==> src/design/spi_pkg.sv <==
package spi_pkg;

	// bus geometry
	localparam int data_n = 8;
	localparam int periph_n = 2;

	// register map, address 3 is unmapped and reads as zero
	localparam logic [periph_n - 1 : 0] addr_ctrl = 2'd0;
	localparam logic [periph_n - 1 : 0] addr_stat = 2'd1;
	localparam logic [periph_n - 1 : 0] addr_data = 2'd2;

	// readable bits, bit 3 of control is reserved
	localparam logic [data_n - 1 : 0] ctrl_mask = 8'hf7;
	localparam logic [data_n - 1 : 0] stat_mask = 8'h03;

	// status bit positions
	localparam int stat_busy_bit = 0;
	localparam int stat_done_bit = 1;

	// prescaler counter width and select width
	localparam int pr_n = 8;
	localparam int pr_sel_n = 3;

	// two sck edges per data bit
	localparam int sck_edges = 2 * data_n;
	localparam int edge_cnt_n = $clog2(sck_edges);

	// control word as seen by the hardware, msb first
	typedef struct packed {
		logic en;
		logic ie;
		logic cpol;
		logic cpha;
		logic rsvd;
		logic [pr_sel_n - 1 : 0] pr_sel;
	} spi_ctrl_fields_t;

	// control word, written as a bus word and decoded as fields
	typedef union packed {
		logic [data_n - 1 : 0] raw;
		spi_ctrl_fields_t fields;
	} spi_ctrl_t;

endpackage

==> src/design/spi_regs.sv <==
`timescale 1ns/1ns

module spi_regs (
	input logic clk,
	input logic n_reset,
	input logic bus_we,
	input logic bus_oe,
	input logic periph_sel,
	input logic [spi_pkg::periph_n - 1 : 0] periph_addr,
	input logic [spi_pkg::data_n - 1 : 0] bus_wdata,
	output logic [spi_pkg::data_n - 1 : 0] bus_rdata,
	output spi_pkg::spi_ctrl_t ctrl,
	output logic [spi_pkg::data_n - 1 : 0] tx_data,
	output logic start,
	input logic busy,
	input logic finish,
	input logic [spi_pkg::data_n - 1 : 0] rx_data,
	output logic interrupt
);

	import spi_pkg::*;

	logic we;
	logic oe;
	logic ctrl_wr;
	logic tx_accept;
	logic rx_rd;
	logic done;
	logic [data_n - 1 : 0] rx_word;
	logic [data_n - 1 : 0] stat;

	// bus strobes only count while this peripheral is selected
	assign we = periph_sel & bus_we;
	assign oe = periph_sel & bus_oe;

	assign ctrl_wr = we && (periph_addr == addr_ctrl);

	// a tx write is dropped while disabled or while a transfer is pending
	// start is included so a write right behind start cannot slip in
	// before busy rises
	assign tx_accept = we && (periph_addr == addr_data) && ctrl.fields.en
		&& !busy && !start;

	// reading the rx word acknowledges the transfer
	assign rx_rd = oe && (periph_addr == addr_data);

	always_comb begin
		stat = '0;
		stat[stat_busy_bit] = busy;
		stat[stat_done_bit] = done;
	end

	// read mux
	always_comb begin
		bus_rdata = '0;
		if (oe) begin
			case (periph_addr)
				addr_ctrl: begin
					bus_rdata = ctrl.raw & ctrl_mask;
				end
				addr_stat: begin
					bus_rdata = stat & stat_mask;
				end
				addr_data: begin
					bus_rdata = rx_word;
				end
				default: begin
					bus_rdata = '0;
				end
			endcase
		end
	end

	always_ff @(posedge clk or negedge n_reset) begin
		if (!n_reset) begin
			ctrl <= '0;
			tx_data <= '0;
			rx_word <= '0;
			start <= 1'b0;
			done <= 1'b0;
		end else begin
			// start is the registered accept, tx_data is valid alongside it
			start <= tx_accept;
			if (ctrl_wr) begin
				ctrl.raw <= bus_wdata;
			end
			if (tx_accept) begin
				tx_data <= bus_wdata;
			end
			if (finish) begin
				rx_word <= rx_data;
			end
			// a finishing transfer wins over a read on the same edge
			if (finish) begin
				done <= 1'b1;
			end else if (rx_rd) begin
				done <= 1'b0;
			end
		end
	end

	// level interrupt, masked by ie
	assign interrupt = done & ctrl.fields.ie;

endmodule

==> src/design/spi_prescaler.sv <==
`timescale 1ns/1ns

module spi_prescaler (
	input logic clk,
	input logic n_reset,
	input logic start,
	input logic [spi_pkg::pr_sel_n - 1 : 0] pr_sel,
	output logic tick
);

	import spi_pkg::*;

	logic [pr_n - 1 : 0] cnt;
	logic [pr_n - 1 : 0] div_mask;

	// low pr_sel bits of the counter, all ones once per 2^pr_sel cycles
	assign div_mask = (pr_n'(1) << pr_sel) - pr_n'(1);

	always_ff @(posedge clk or negedge n_reset) begin
		if (!n_reset) begin
			cnt <= '0;
		end else if (start) begin
			// realign so the first tick lands 2^pr_sel cycles after start
			cnt <= '0;
		end else begin
			cnt <= cnt + pr_n'(1);
		end
	end

	// pr_sel 0 gives an empty mask and a tick every cycle
	assign tick = (cnt & div_mask) == div_mask;

endmodule

==> src/design/spi_shifter.sv <==
`timescale 1ns/1ns

module spi_shifter (
	input logic clk,
	input logic n_reset,
	input logic start,
	input logic tick,
	input logic cpol,
	input logic cpha,
	input logic [spi_pkg::data_n - 1 : 0] tx_data,
	input logic miso,
	output logic busy,
	output logic finish,
	output logic [spi_pkg::data_n - 1 : 0] rx_data,
	output logic cs,
	output logic sck,
	output logic mosi
);

	import spi_pkg::*;

	logic phase;
	logic [edge_cnt_n - 1 : 0] edge_cnt;
	logic [data_n - 1 : 0] sh;
	logic step;
	logic sample_edge;
	logic last_edge;

	// one sck edge per prescaler tick while a transfer runs
	assign step = busy && tick;

	// edge_cnt[0] low marks the first edge of a pair
	// cpha 0 samples on the first edge, cpha 1 on the second
	assign sample_edge = edge_cnt[0] == cpha;

	assign last_edge = edge_cnt == edge_cnt_n'(sck_edges - 1);

	always_ff @(posedge clk or negedge n_reset) begin
		if (!n_reset) begin
			busy <= 1'b0;
			finish <= 1'b0;
			cs <= 1'b0;
			phase <= 1'b0;
			edge_cnt <= '0;
			mosi <= 1'b0;
		end else begin
			finish <= 1'b0;
			if (start) begin
				busy <= 1'b1;
				cs <= 1'b1;
				phase <= 1'b0;
				edge_cnt <= '0;
				// msb is presented as soon as cs rises
				mosi <= tx_data[data_n - 1];
			end else if (step) begin
				phase <= ~phase;
				edge_cnt <= edge_cnt + edge_cnt_n'(1);
				if (!sample_edge) begin
					mosi <= sh[data_n - 1];
				end
				if (last_edge) begin
					busy <= 1'b0;
					finish <= 1'b1;
				end
			end else if (finish) begin
				// cs drops one cycle after busy
				cs <= 1'b0;
			end
		end
	end

	// shift register, rx bits enter from the bottom as tx bits leave the top
	always_ff @(posedge clk or negedge n_reset) begin
		if (!n_reset) begin
			sh <= '0;
		end else if (start) begin
			sh <= tx_data;
		end else if (step && sample_edge) begin
			sh <= {sh[data_n - 2 : 0], miso};
		end
	end

	// 16 toggles bring phase back to zero, so sck rests at cpol
	assign sck = phase ^ cpol;

	// after the last sample edge the whole reply sits in sh
	assign rx_data = sh;

endmodule

==> src/design/spi.sv <==
`timescale 1ns/1ns

module spi (
	input logic clk,
	input logic n_reset,
	input logic bus_we,
	input logic bus_oe,
	input logic periph_sel,
	input logic [spi_pkg::periph_n - 1 : 0] periph_addr,
	input logic [spi_pkg::data_n - 1 : 0] bus_wdata,
	output logic [spi_pkg::data_n - 1 : 0] bus_rdata,
	output logic interrupt,
	input logic miso,
	output logic cs,
	output logic mosi,
	output logic sck
);

	import spi_pkg::*;

	spi_ctrl_t ctrl;
	logic [data_n - 1 : 0] tx_data;
	logic [data_n - 1 : 0] rx_data;
	logic start;
	logic tick;
	logic busy;
	logic finish;

	// register file and bus decode
	spi_regs regs (
		.clk(clk),
		.n_reset(n_reset),
		.bus_we(bus_we),
		.bus_oe(bus_oe),
		.periph_sel(periph_sel),
		.periph_addr(periph_addr),
		.bus_wdata(bus_wdata),
		.bus_rdata(bus_rdata),
		.ctrl(ctrl),
		.tx_data(tx_data),
		.start(start),
		.busy(busy),
		.finish(finish),
		.rx_data(rx_data),
		.interrupt(interrupt)
	);

	// bit rate enable
	spi_prescaler prescaler (
		.clk(clk),
		.n_reset(n_reset),
		.start(start),
		.pr_sel(ctrl.fields.pr_sel),
		.tick(tick)
	);

	// transfer engine and pins
	spi_shifter shifter (
		.clk(clk),
		.n_reset(n_reset),
		.start(start),
		.tick(tick),
		.cpol(ctrl.fields.cpol),
		.cpha(ctrl.fields.cpha),
		.tx_data(tx_data),
		.miso(miso),
		.busy(busy),
		.finish(finish),
		.rx_data(rx_data),
		.cs(cs),
		.sck(sck),
		.mosi(mosi)
	);

endmodule

==> config.mk <==
export PLATFORM = sky130hd
export DESIGN_NAME = spi
export DESIGN_NICKNAME = d
export VERILOG_FILES = /design/src/design/spi_pkg.sv /design/src/design/spi_regs.sv /design/src/design/spi_prescaler.sv /design/src/design/spi_shifter.sv /design/src/design/spi.sv
export SDC_FILE = /design/constraint.sdc
export NUM_CORES = 1
export LEC_CHECK = 0
export ABC_AREA = 1
export BUFFER_PORTS_ARGS = -buffer_cell sky130_fd_sc_hd__buf_4
export CELL_PAD_IN_SITES_DETAIL_PLACEMENT = 0
export CELL_PAD_IN_SITES_GLOBAL_PLACEMENT = 2
export CORE_ASPECT_RATIO = 1.1
export CORE_MARGIN = 4
export CORE_UTILIZATION = 36
export CTS_BUF_LIST = sky130_fd_sc_hd__clkbuf_8 sky130_fd_sc_hd__clkbuf_16
export DETAILED_ROUTE_END_ITERATION = 10
export PLACE_DENSITY_LB_ADDON = 0.1
export RECOVER_POWER = 25
export SYNTH_ARGS = -nofsm -noshare
export SYNTH_HDL_FRONTEND = slang
export SYNTH_SLANG_ARGS = --single-unit
==> constraint.sdc <==
create_clock -name clk -period 3.8 [get_ports clk]
set_input_delay 0.57 -clock clk [delete_from_list [all_inputs] [get_ports clk]]
set_output_delay 0.57 -clock clk [all_outputs]
set_load 0.01 [all_outputs]
==> summary.txt, run 1 <==
Global route
  – Overflow after GRT: 0
  – Vias in the first global route: 1967
  – First-pass GRT wire length: 10.2 mm
  – Largest net degree at the start of global routing: 50
  – Total GRT Usage: between 10% and 20%
  – Initial antenna violation count: 0

Worst setup path
  – Worst setup path start: periph_addr[1]
  – Worst setup SP type: input port
  – Reg2reg end: shifter.edge_cnt[3]$_DFFE_PN0P_
  – CP Class: input port to primary output
  – Setup crit end kind: primary output
  – CP Data Required Time: 3230 ps
  – Worst R2R Path Depth: 13
  – Crit path max fanout: 7
  – CP arrival: ~1500 ps
  – Reg-to-reg startpoint: regs.ctrl[1]$_DFFE_PN0P_
  – Reg-to-reg slack, setup: around 1800 ps

Floorplanning
  – I/O pin count: 28
  – Die Y: approximately 96 um
  – Die area: 8380 um2
  – Row count: 31
  – Core ar.: ~6700 um2
  – Starting Density: 37.7%
  – Die width: 87.7 um

Synthesis
  – Post-synth net total: 350
  – Ys flop type: dfrtp_1
  – Mapped Area: 2510 um2
  – Most numerous cell in the Yosys netlist: nand2_1
  – Cell taking the most area after synthesis: dfrtp_1
  – Mapped Cells: 331
  – Post-synthesis async set-or-reset flop share: 100%
  – Synth cell count leaders: nand2_1, dfrtp_1, inv_1
  – Top cell type's share of synthesized area: 48.8%
  – Synth warn: 0
  – Post-synthesis cell type count: 29
  – Post-Syn Area per Cell: about 7.6 um2
  – EDFF count, synth: 0
  – #FFs+latches synth: 49
  – Area contributors post-synth: dfrtp_1, nand2_1, o21ai_0
  – Seq/Total Area, Yosys: between 40% and 50%

Clocking
  – Clock latency on the worst-skew pair: between 300 and 400 ps
  – CTS tree: built
  – Postcts setup bufs: 0
  – CTS buffer count: 5
  – CTS Buffer Depth: 2
  – Cts repair resizes: 0
  – H-tree depth: 2
  – Hold_buf cts: 0
  – Clk sinks: 49
  – Worst-path clk slew: around 100 ps
  – Root Driver: clkbuf_8

Timing
  – Worst Skew: 10.3 ps
  – Tmin final: ~2100 ps
  – Setup-failing EPs final: 0
  – Number of hold violations in the final report: 0
  – Slew headroom: 50.0%
  – Fmax achieved: 476 MHz
  – Post-route clock period utilization: 55.2%
  – Worst slew pin tran: 745 ps
  – Sum of negative setup slack: 0 ps
  – Setup slack after layout: 1700 ps
  – Max-slew violations: 0
  – RSZ-0062 raised after global routing: false

Drt
  – Routed WL per cell: 13.8 um
  – DR pass1 iterations: 4
  – Via density: 4.68
  – Via Count: 2056
  – Post-route ant nets: 0
  – Drt total wl: 6.07 mm
  – Detailed Route Iter0 Violations: 73
  – Drt drc: 0

Pwr
  – Power density over the cells: 587 nW/um2
  – IR drop worst, VDD: between 0.2 and 0.25 mV
  – Design Power: 1700 uW
  – Leak Pwr: 0.00157 uW

Run status
  – Status: completed

Place
  – HPWL Detailed: 4.51 mm
  – Gp weighted congestion: 0.778
  – Dpl ws: 1690 ps
  – Placed instance count: 431
  – I/O Buffers: 27

Layout
  – Layout cells sized above 1: 13.7%
  – # diodes: 0
  – Area grow syn2layout: 14.9%
  – Nets@finish: 375
  – Post-route insts no fill: 439

Min path
  – Class of the worst hold path: input port to async pin

Run
  – Max Cap Viol: 0
-- layout by cell type, fill, tap and decap left out, drive strengths merged, types with 3 or more instances in the layout --
| cell type | n |
|---|---|
| clkbuf | 5 |
| nand3 | 32 |
| a21oi | 3 |
| o21ai | 36 |
| ha | 3 |
| dfrtp | 49 |
| inv | 48 |
| xor2 | 4 |
| nor3 | 4 |
| nand2 | 110 |
| buf | 28 |
| nand4 | 4 |
| nor2 | 24 |
-- critical path: stages --
cell,delay (ps)
buf_4,100
inv_1,60
nor2_1,140
inv_1,80
nor2_1,100
inv_1,130
o21ai_0,180
buf_4,150
-- through the flow --
step | utilization, % | hold slack [ps] | instance area, um2
6_report | 43.3 | 276 | 2890
2_1_floorplan | - | 274 | 2510
4_1_cts | 43.3 | 306 | 2890
5_1_grt | 43.3 | 326 | 2890
3_3_place_gp | 41.6 | 456 | 2770
3_5_place_dp | 41.6 | 464 | 2770
-- layout make-up --
class | count | area, um2
clock buffers | 5 | 68.8
clock inverters | 3 | 43.8
fillers | 701 | 3780
inverters | 48 | 180
multi-input cells | 224 | 1050
flip-flops and latches | 49 | 1230
well taps | 82 | 103
repair buffers | 28 | 210
-- flip-flops by register name (all words and copies together), names as in the netlist --
name,count
regs.rx_word,8
regs.tx_data,8
shifter.rx_data,8
prescaler.cnt,7
regs.ctrl,7
shifter.edge_cnt,4
regs.done,1
regs.start,1
shifter.busy,1
shifter.cs,1
shifter.finish,1
shifter.mosi,1
shifter.phase,1
-- worst max path at each step --
stage | endpoint | slack (ps) | cells after the start
2_1_floorplan | bus_rdata[2] | 2030 | 6
3_3_place_gp | bus_rdata[5] | 1650 | 8
3_5_place_dp | bus_rdata[5] | 1690 | 8
4_1_cts | bus_rdata[5] | 1690 | 8
5_1_grt | bus_rdata[7] | 1490 | 8
6_report | bus_rdata[5] | 1700 | 8
-- power breakdown --
group | total (uW) | leakage (uW) | switching, uW | internal, uW
Sequential | 779 | 0.000637 | 125 | 655
Clock | 387 | 0.0000585 | 189 | 198
Combinational | 529 | 0.000876 | 325 | 204
Total | 1700 | 0.00157 | 638 | 1060
-- kinds of logic (layout without fill, tap and decap cells) --
kind of cell    Yosys count  count (layout)  synth area share, %
flops                    49              49                 48.8
fa+ha+maj                 3               3                 1.49
simple gates            177             177                 31.0
xor+xnor                  4               4                 1.39
compound gates           40              40                 8.07
buf+inv                  58              84                 9.21
-- per-layer routing --
| metal | vias to the layer above | share of wire, % | global-route usage, % |
|---|---|---|---|
| li1 | 1081 | - | - |
| met1 | 940 | 54 | 24.1 |
| met2 | 29 | 42 | 23.3 |
| met3 | 6 | 3.2 | 2.85 |
| met4 | 0 | 1.0 | 3.84 |
| met5 | - | 0 | 0 |
Note: power is estimated with default switching activity, not from simulation.
==> inputs of run 2 (changes only) <==
ABC_AREA = 0   (was 1)
CORE_UTILIZATION = 38   (was 36)
clock period = 2.2 ns   (was 3.8 ns; I/O delays follow)
==> run 2 against run 1 <==
  * Critical endpoint is now shifter.phase$_DFFE_PN0P_
  * Combinational power grew 110%
  * Total power is 78% higher
  * Worst hold slack got worse by 6.8 ps
  * Sequential power rose by 77%
  * Flip-flop and latch count is the same
  * Clock-buffer cell count grew 1
==> summary.txt, run 2 <==
Run status
  – Status: completed

Drt
  – DR pass1 iterations: 4
  – Routed WL per cell: 16.5 um
  – Via Count: 1767
  – Detailed Route Iter0 Violations: 93
  – Drt drc: 0
  – Post-route ant nets: 0
  – Drt total wl: 5.46 mm
  – Via density: ~5.3

Layout
  – # diodes: 0
  – Nets@finish: 271
  – Commonest non-fill, non-tap cell in the layout: dfrtp_1
  – Most frequent cells in the layout: dfrtp_1, buf_4, mux2_2, nor2_1, nor2b_1
  – Layout cells sized above 1: between 30% and 40%
  – Area grow syn2layout: 21.2%

Synthesis
  – Post-Syn Area per Cell: 11.4 um2
  – Cell taking the most area after synthesis: dfrtp_1
  – Seq/Total Area, Yosys: 50.9%
  – Post-synth net total: 231
  – Mapped Cells: between 200 and 250
  – Area contributors post-synth: dfrtp_1, mux2_2, nor2_1
  – Ys flop type: dfrtp_1
  – Post-synthesis async set-or-reset flop share: 100%
  – Most numerous cell in the Yosys netlist: dfrtp_1
  – #FFs+latches synth: 49
  – Mapped Area: approximately 2400 um2
  – EDFF count, synth: 0
  – Synth warn: 0
  – Synth cell count leaders: dfrtp_1, mux2_2, nor2_1
  – Post-synthesis cell type count: 43
  – Top cell type's share of synthesized area: between 50% and 60%

Place
  – Dpl ws: 39.3 ps
  – I/O Buffers: 27
  – Gp weighted congestion: 0.806
  – HPWL Detailed: 4.09 mm

Floorplanning
  – Core ar.: 6160 um2
  – Die area: ~7700 um2
  – I/O pin count: 28
  – Row count: 30
  – Die width: about 84 um
  – Die Y: 91.5 um
  – Starting Density: 39.1%

Global route
  – Met3 usage: 3.63%
  – Initial antenna violation count: 0
  – Vias in the first global route: 1859
  – Total GRT Usage: between 15 and 20%
  – Most used routing layer in global routing: met2
  – Met1 Usage GRT: 18.9%
  – GR Util met2: 26.0%
  – First-pass GRT wire length: between 9 and 10 mm
  – Largest net degree at the start of global routing: 50
  – Overflow after GRT: 0

Timing
  – Max-slew violations: 0
  – Setup slack after layout: 71.0 ps
  – Setup-failing EPs final: 0
  – Worst Skew: 5.35 ps
  – Worst slew pin tran: ~1200 ps
  – Hold slack: 269 ps
  – Number of hold violations in the final report: 0
  – Sum of negative setup slack: 0 ps
  – Slew headroom: 19.5%
  – Fmax achieved: roughly 470 MHz
  – Tmin final: 2130 ps
  – RSZ-0062 raised after global routing: true
  – Post-route clock period utilization: 96.8%

Worst setup path
  – Crit path largest cell delay: 410 ps
  – Crit path buf inv count: 1
  – Setup crit end kind: flip-flop
  – CP Class: flip-flop to flip-flop
  – Critical path, cell by cell: or3_4, ha_4, a32oi_4, o2111ai_4, buf_4, or3_1, a21oi_1
  – Worst setup path start: regs.ctrl[1]$_DFFE_PN0P_
  – Reg-to-reg startpoint: regs.ctrl[1]$_DFFE_PN0P_
  – CP Data Required Time: about 2400 ps
  – Crit path max fanout: 7
  – CP arrival: about 2400 ps
  – CP max stage cell: or3_4
  – Delay-heaviest family, CP: simple AND/OR/NAND/NOR gates
  – Worst setup SP type: flip-flop

Pwr
  – Leak Pwr: 0.00134 uW
  – Power density over the cells: just over 1000 nW/um2
  – IR drop worst, VDD: between 0.4 and 0.5 mV

Clocking
  – CTS tree: built
  – Clock latency on the worst-skew pair: 300 ps
  – Hold_buf cts: 0
  – Worst-path clk slew: 90 ps
  – CTS Buffer Depth: 2
  – CTS buffer count: 5
  – Clk sinks: 49
  – H-tree depth: 2
  – Root Driver: clkbuf_8

Min path
  – Class of the worst hold path: input port to async pin

Run
  – Max Cap Viol: 0
-- run 2: routing by layer --
| layer | share of wire (%) | up-vias |
|---|---|---|
| li1 | - | 842 |
| met1 | 45 | 883 |
| met2 | 50 | 34 |
| met3 | 3.8 | 8 |
| met4 | 1.3 | 0 |
| met5 | 0 | - |
-- run 2: final timing paths --
kind | endpoint | slack [ps] | depth (start not counted)
min in group clk | regs.tx_data[0]$_DFFE_PN0P_ | 270 | 2
setup / recovery | shifter.phase$_DFFE_PN0P_ | 70 | 7
max in group asynchronous | regs.ctrl[5]$_DFFE_PN0P_ | 1200 | 1
hold reg to reg | prescaler.cnt[0]$_DFF_PN0_ | 490 | 1
setup reg to reg | shifter.phase$_DFFE_PN0P_ | 70 | 7
hold / removal | regs.tx_data[0]$_DFFE_PN0P_ | 270 | 1
-- run 2: kinds of logic (layout without fill, tap and decap cells) --
family / after synthesis / after routing / synth area share [%]
flops: 49 / 49 / 50.9
buf+inv: 14 / 54 / 2.70
fa+ha+maj: 3 / 3 / 1.56
simple gates: 66 / 66 / 13.9
xor+xnor: 8 / 8 / 2.91
compound gates: 41 / 41 / 13.8
mux: 31 / 31 / 14.1
-- run 2: cell type report --
type	count	area, um2
multi-input cells	149	1160
fillers	592	3240
clock buffers	6	82.6
well taps	80	100
repair buffers	42	317
clock inverters	1	7.51
inverters	5	18.8
flip-flops and latches	49	1230
-- run 2: metrics by stage --
stage          total power (uW)  std cells  area [um2]  util [%]
3_3_place_gp               2430        324        2800      45.5
5_1_grt                    3250        332        2920      47.4
6_report                   3020        332        2920      47.4
3_5_place_dp               2490        324        2800      45.5
4_1_cts                    3040        331        2890      47.0
2_1_floorplan              2100        212        2450         -
-- run 2: timing repair --
action,in CTS,in global routing
gates resized for setup,0,8
setup buffers,0,1
endpoints found under the setup margin,0,14
-- run 2: where the power goes --
group / total, uW / internal [uW] / leakage [uW] / switching, uW
logic: 1110 / 569 / 0.000666 / 541
clock network: 532 / 249 / 0.0000433 / 283
registers: 1380 / 1150 / 0.000632 / 228
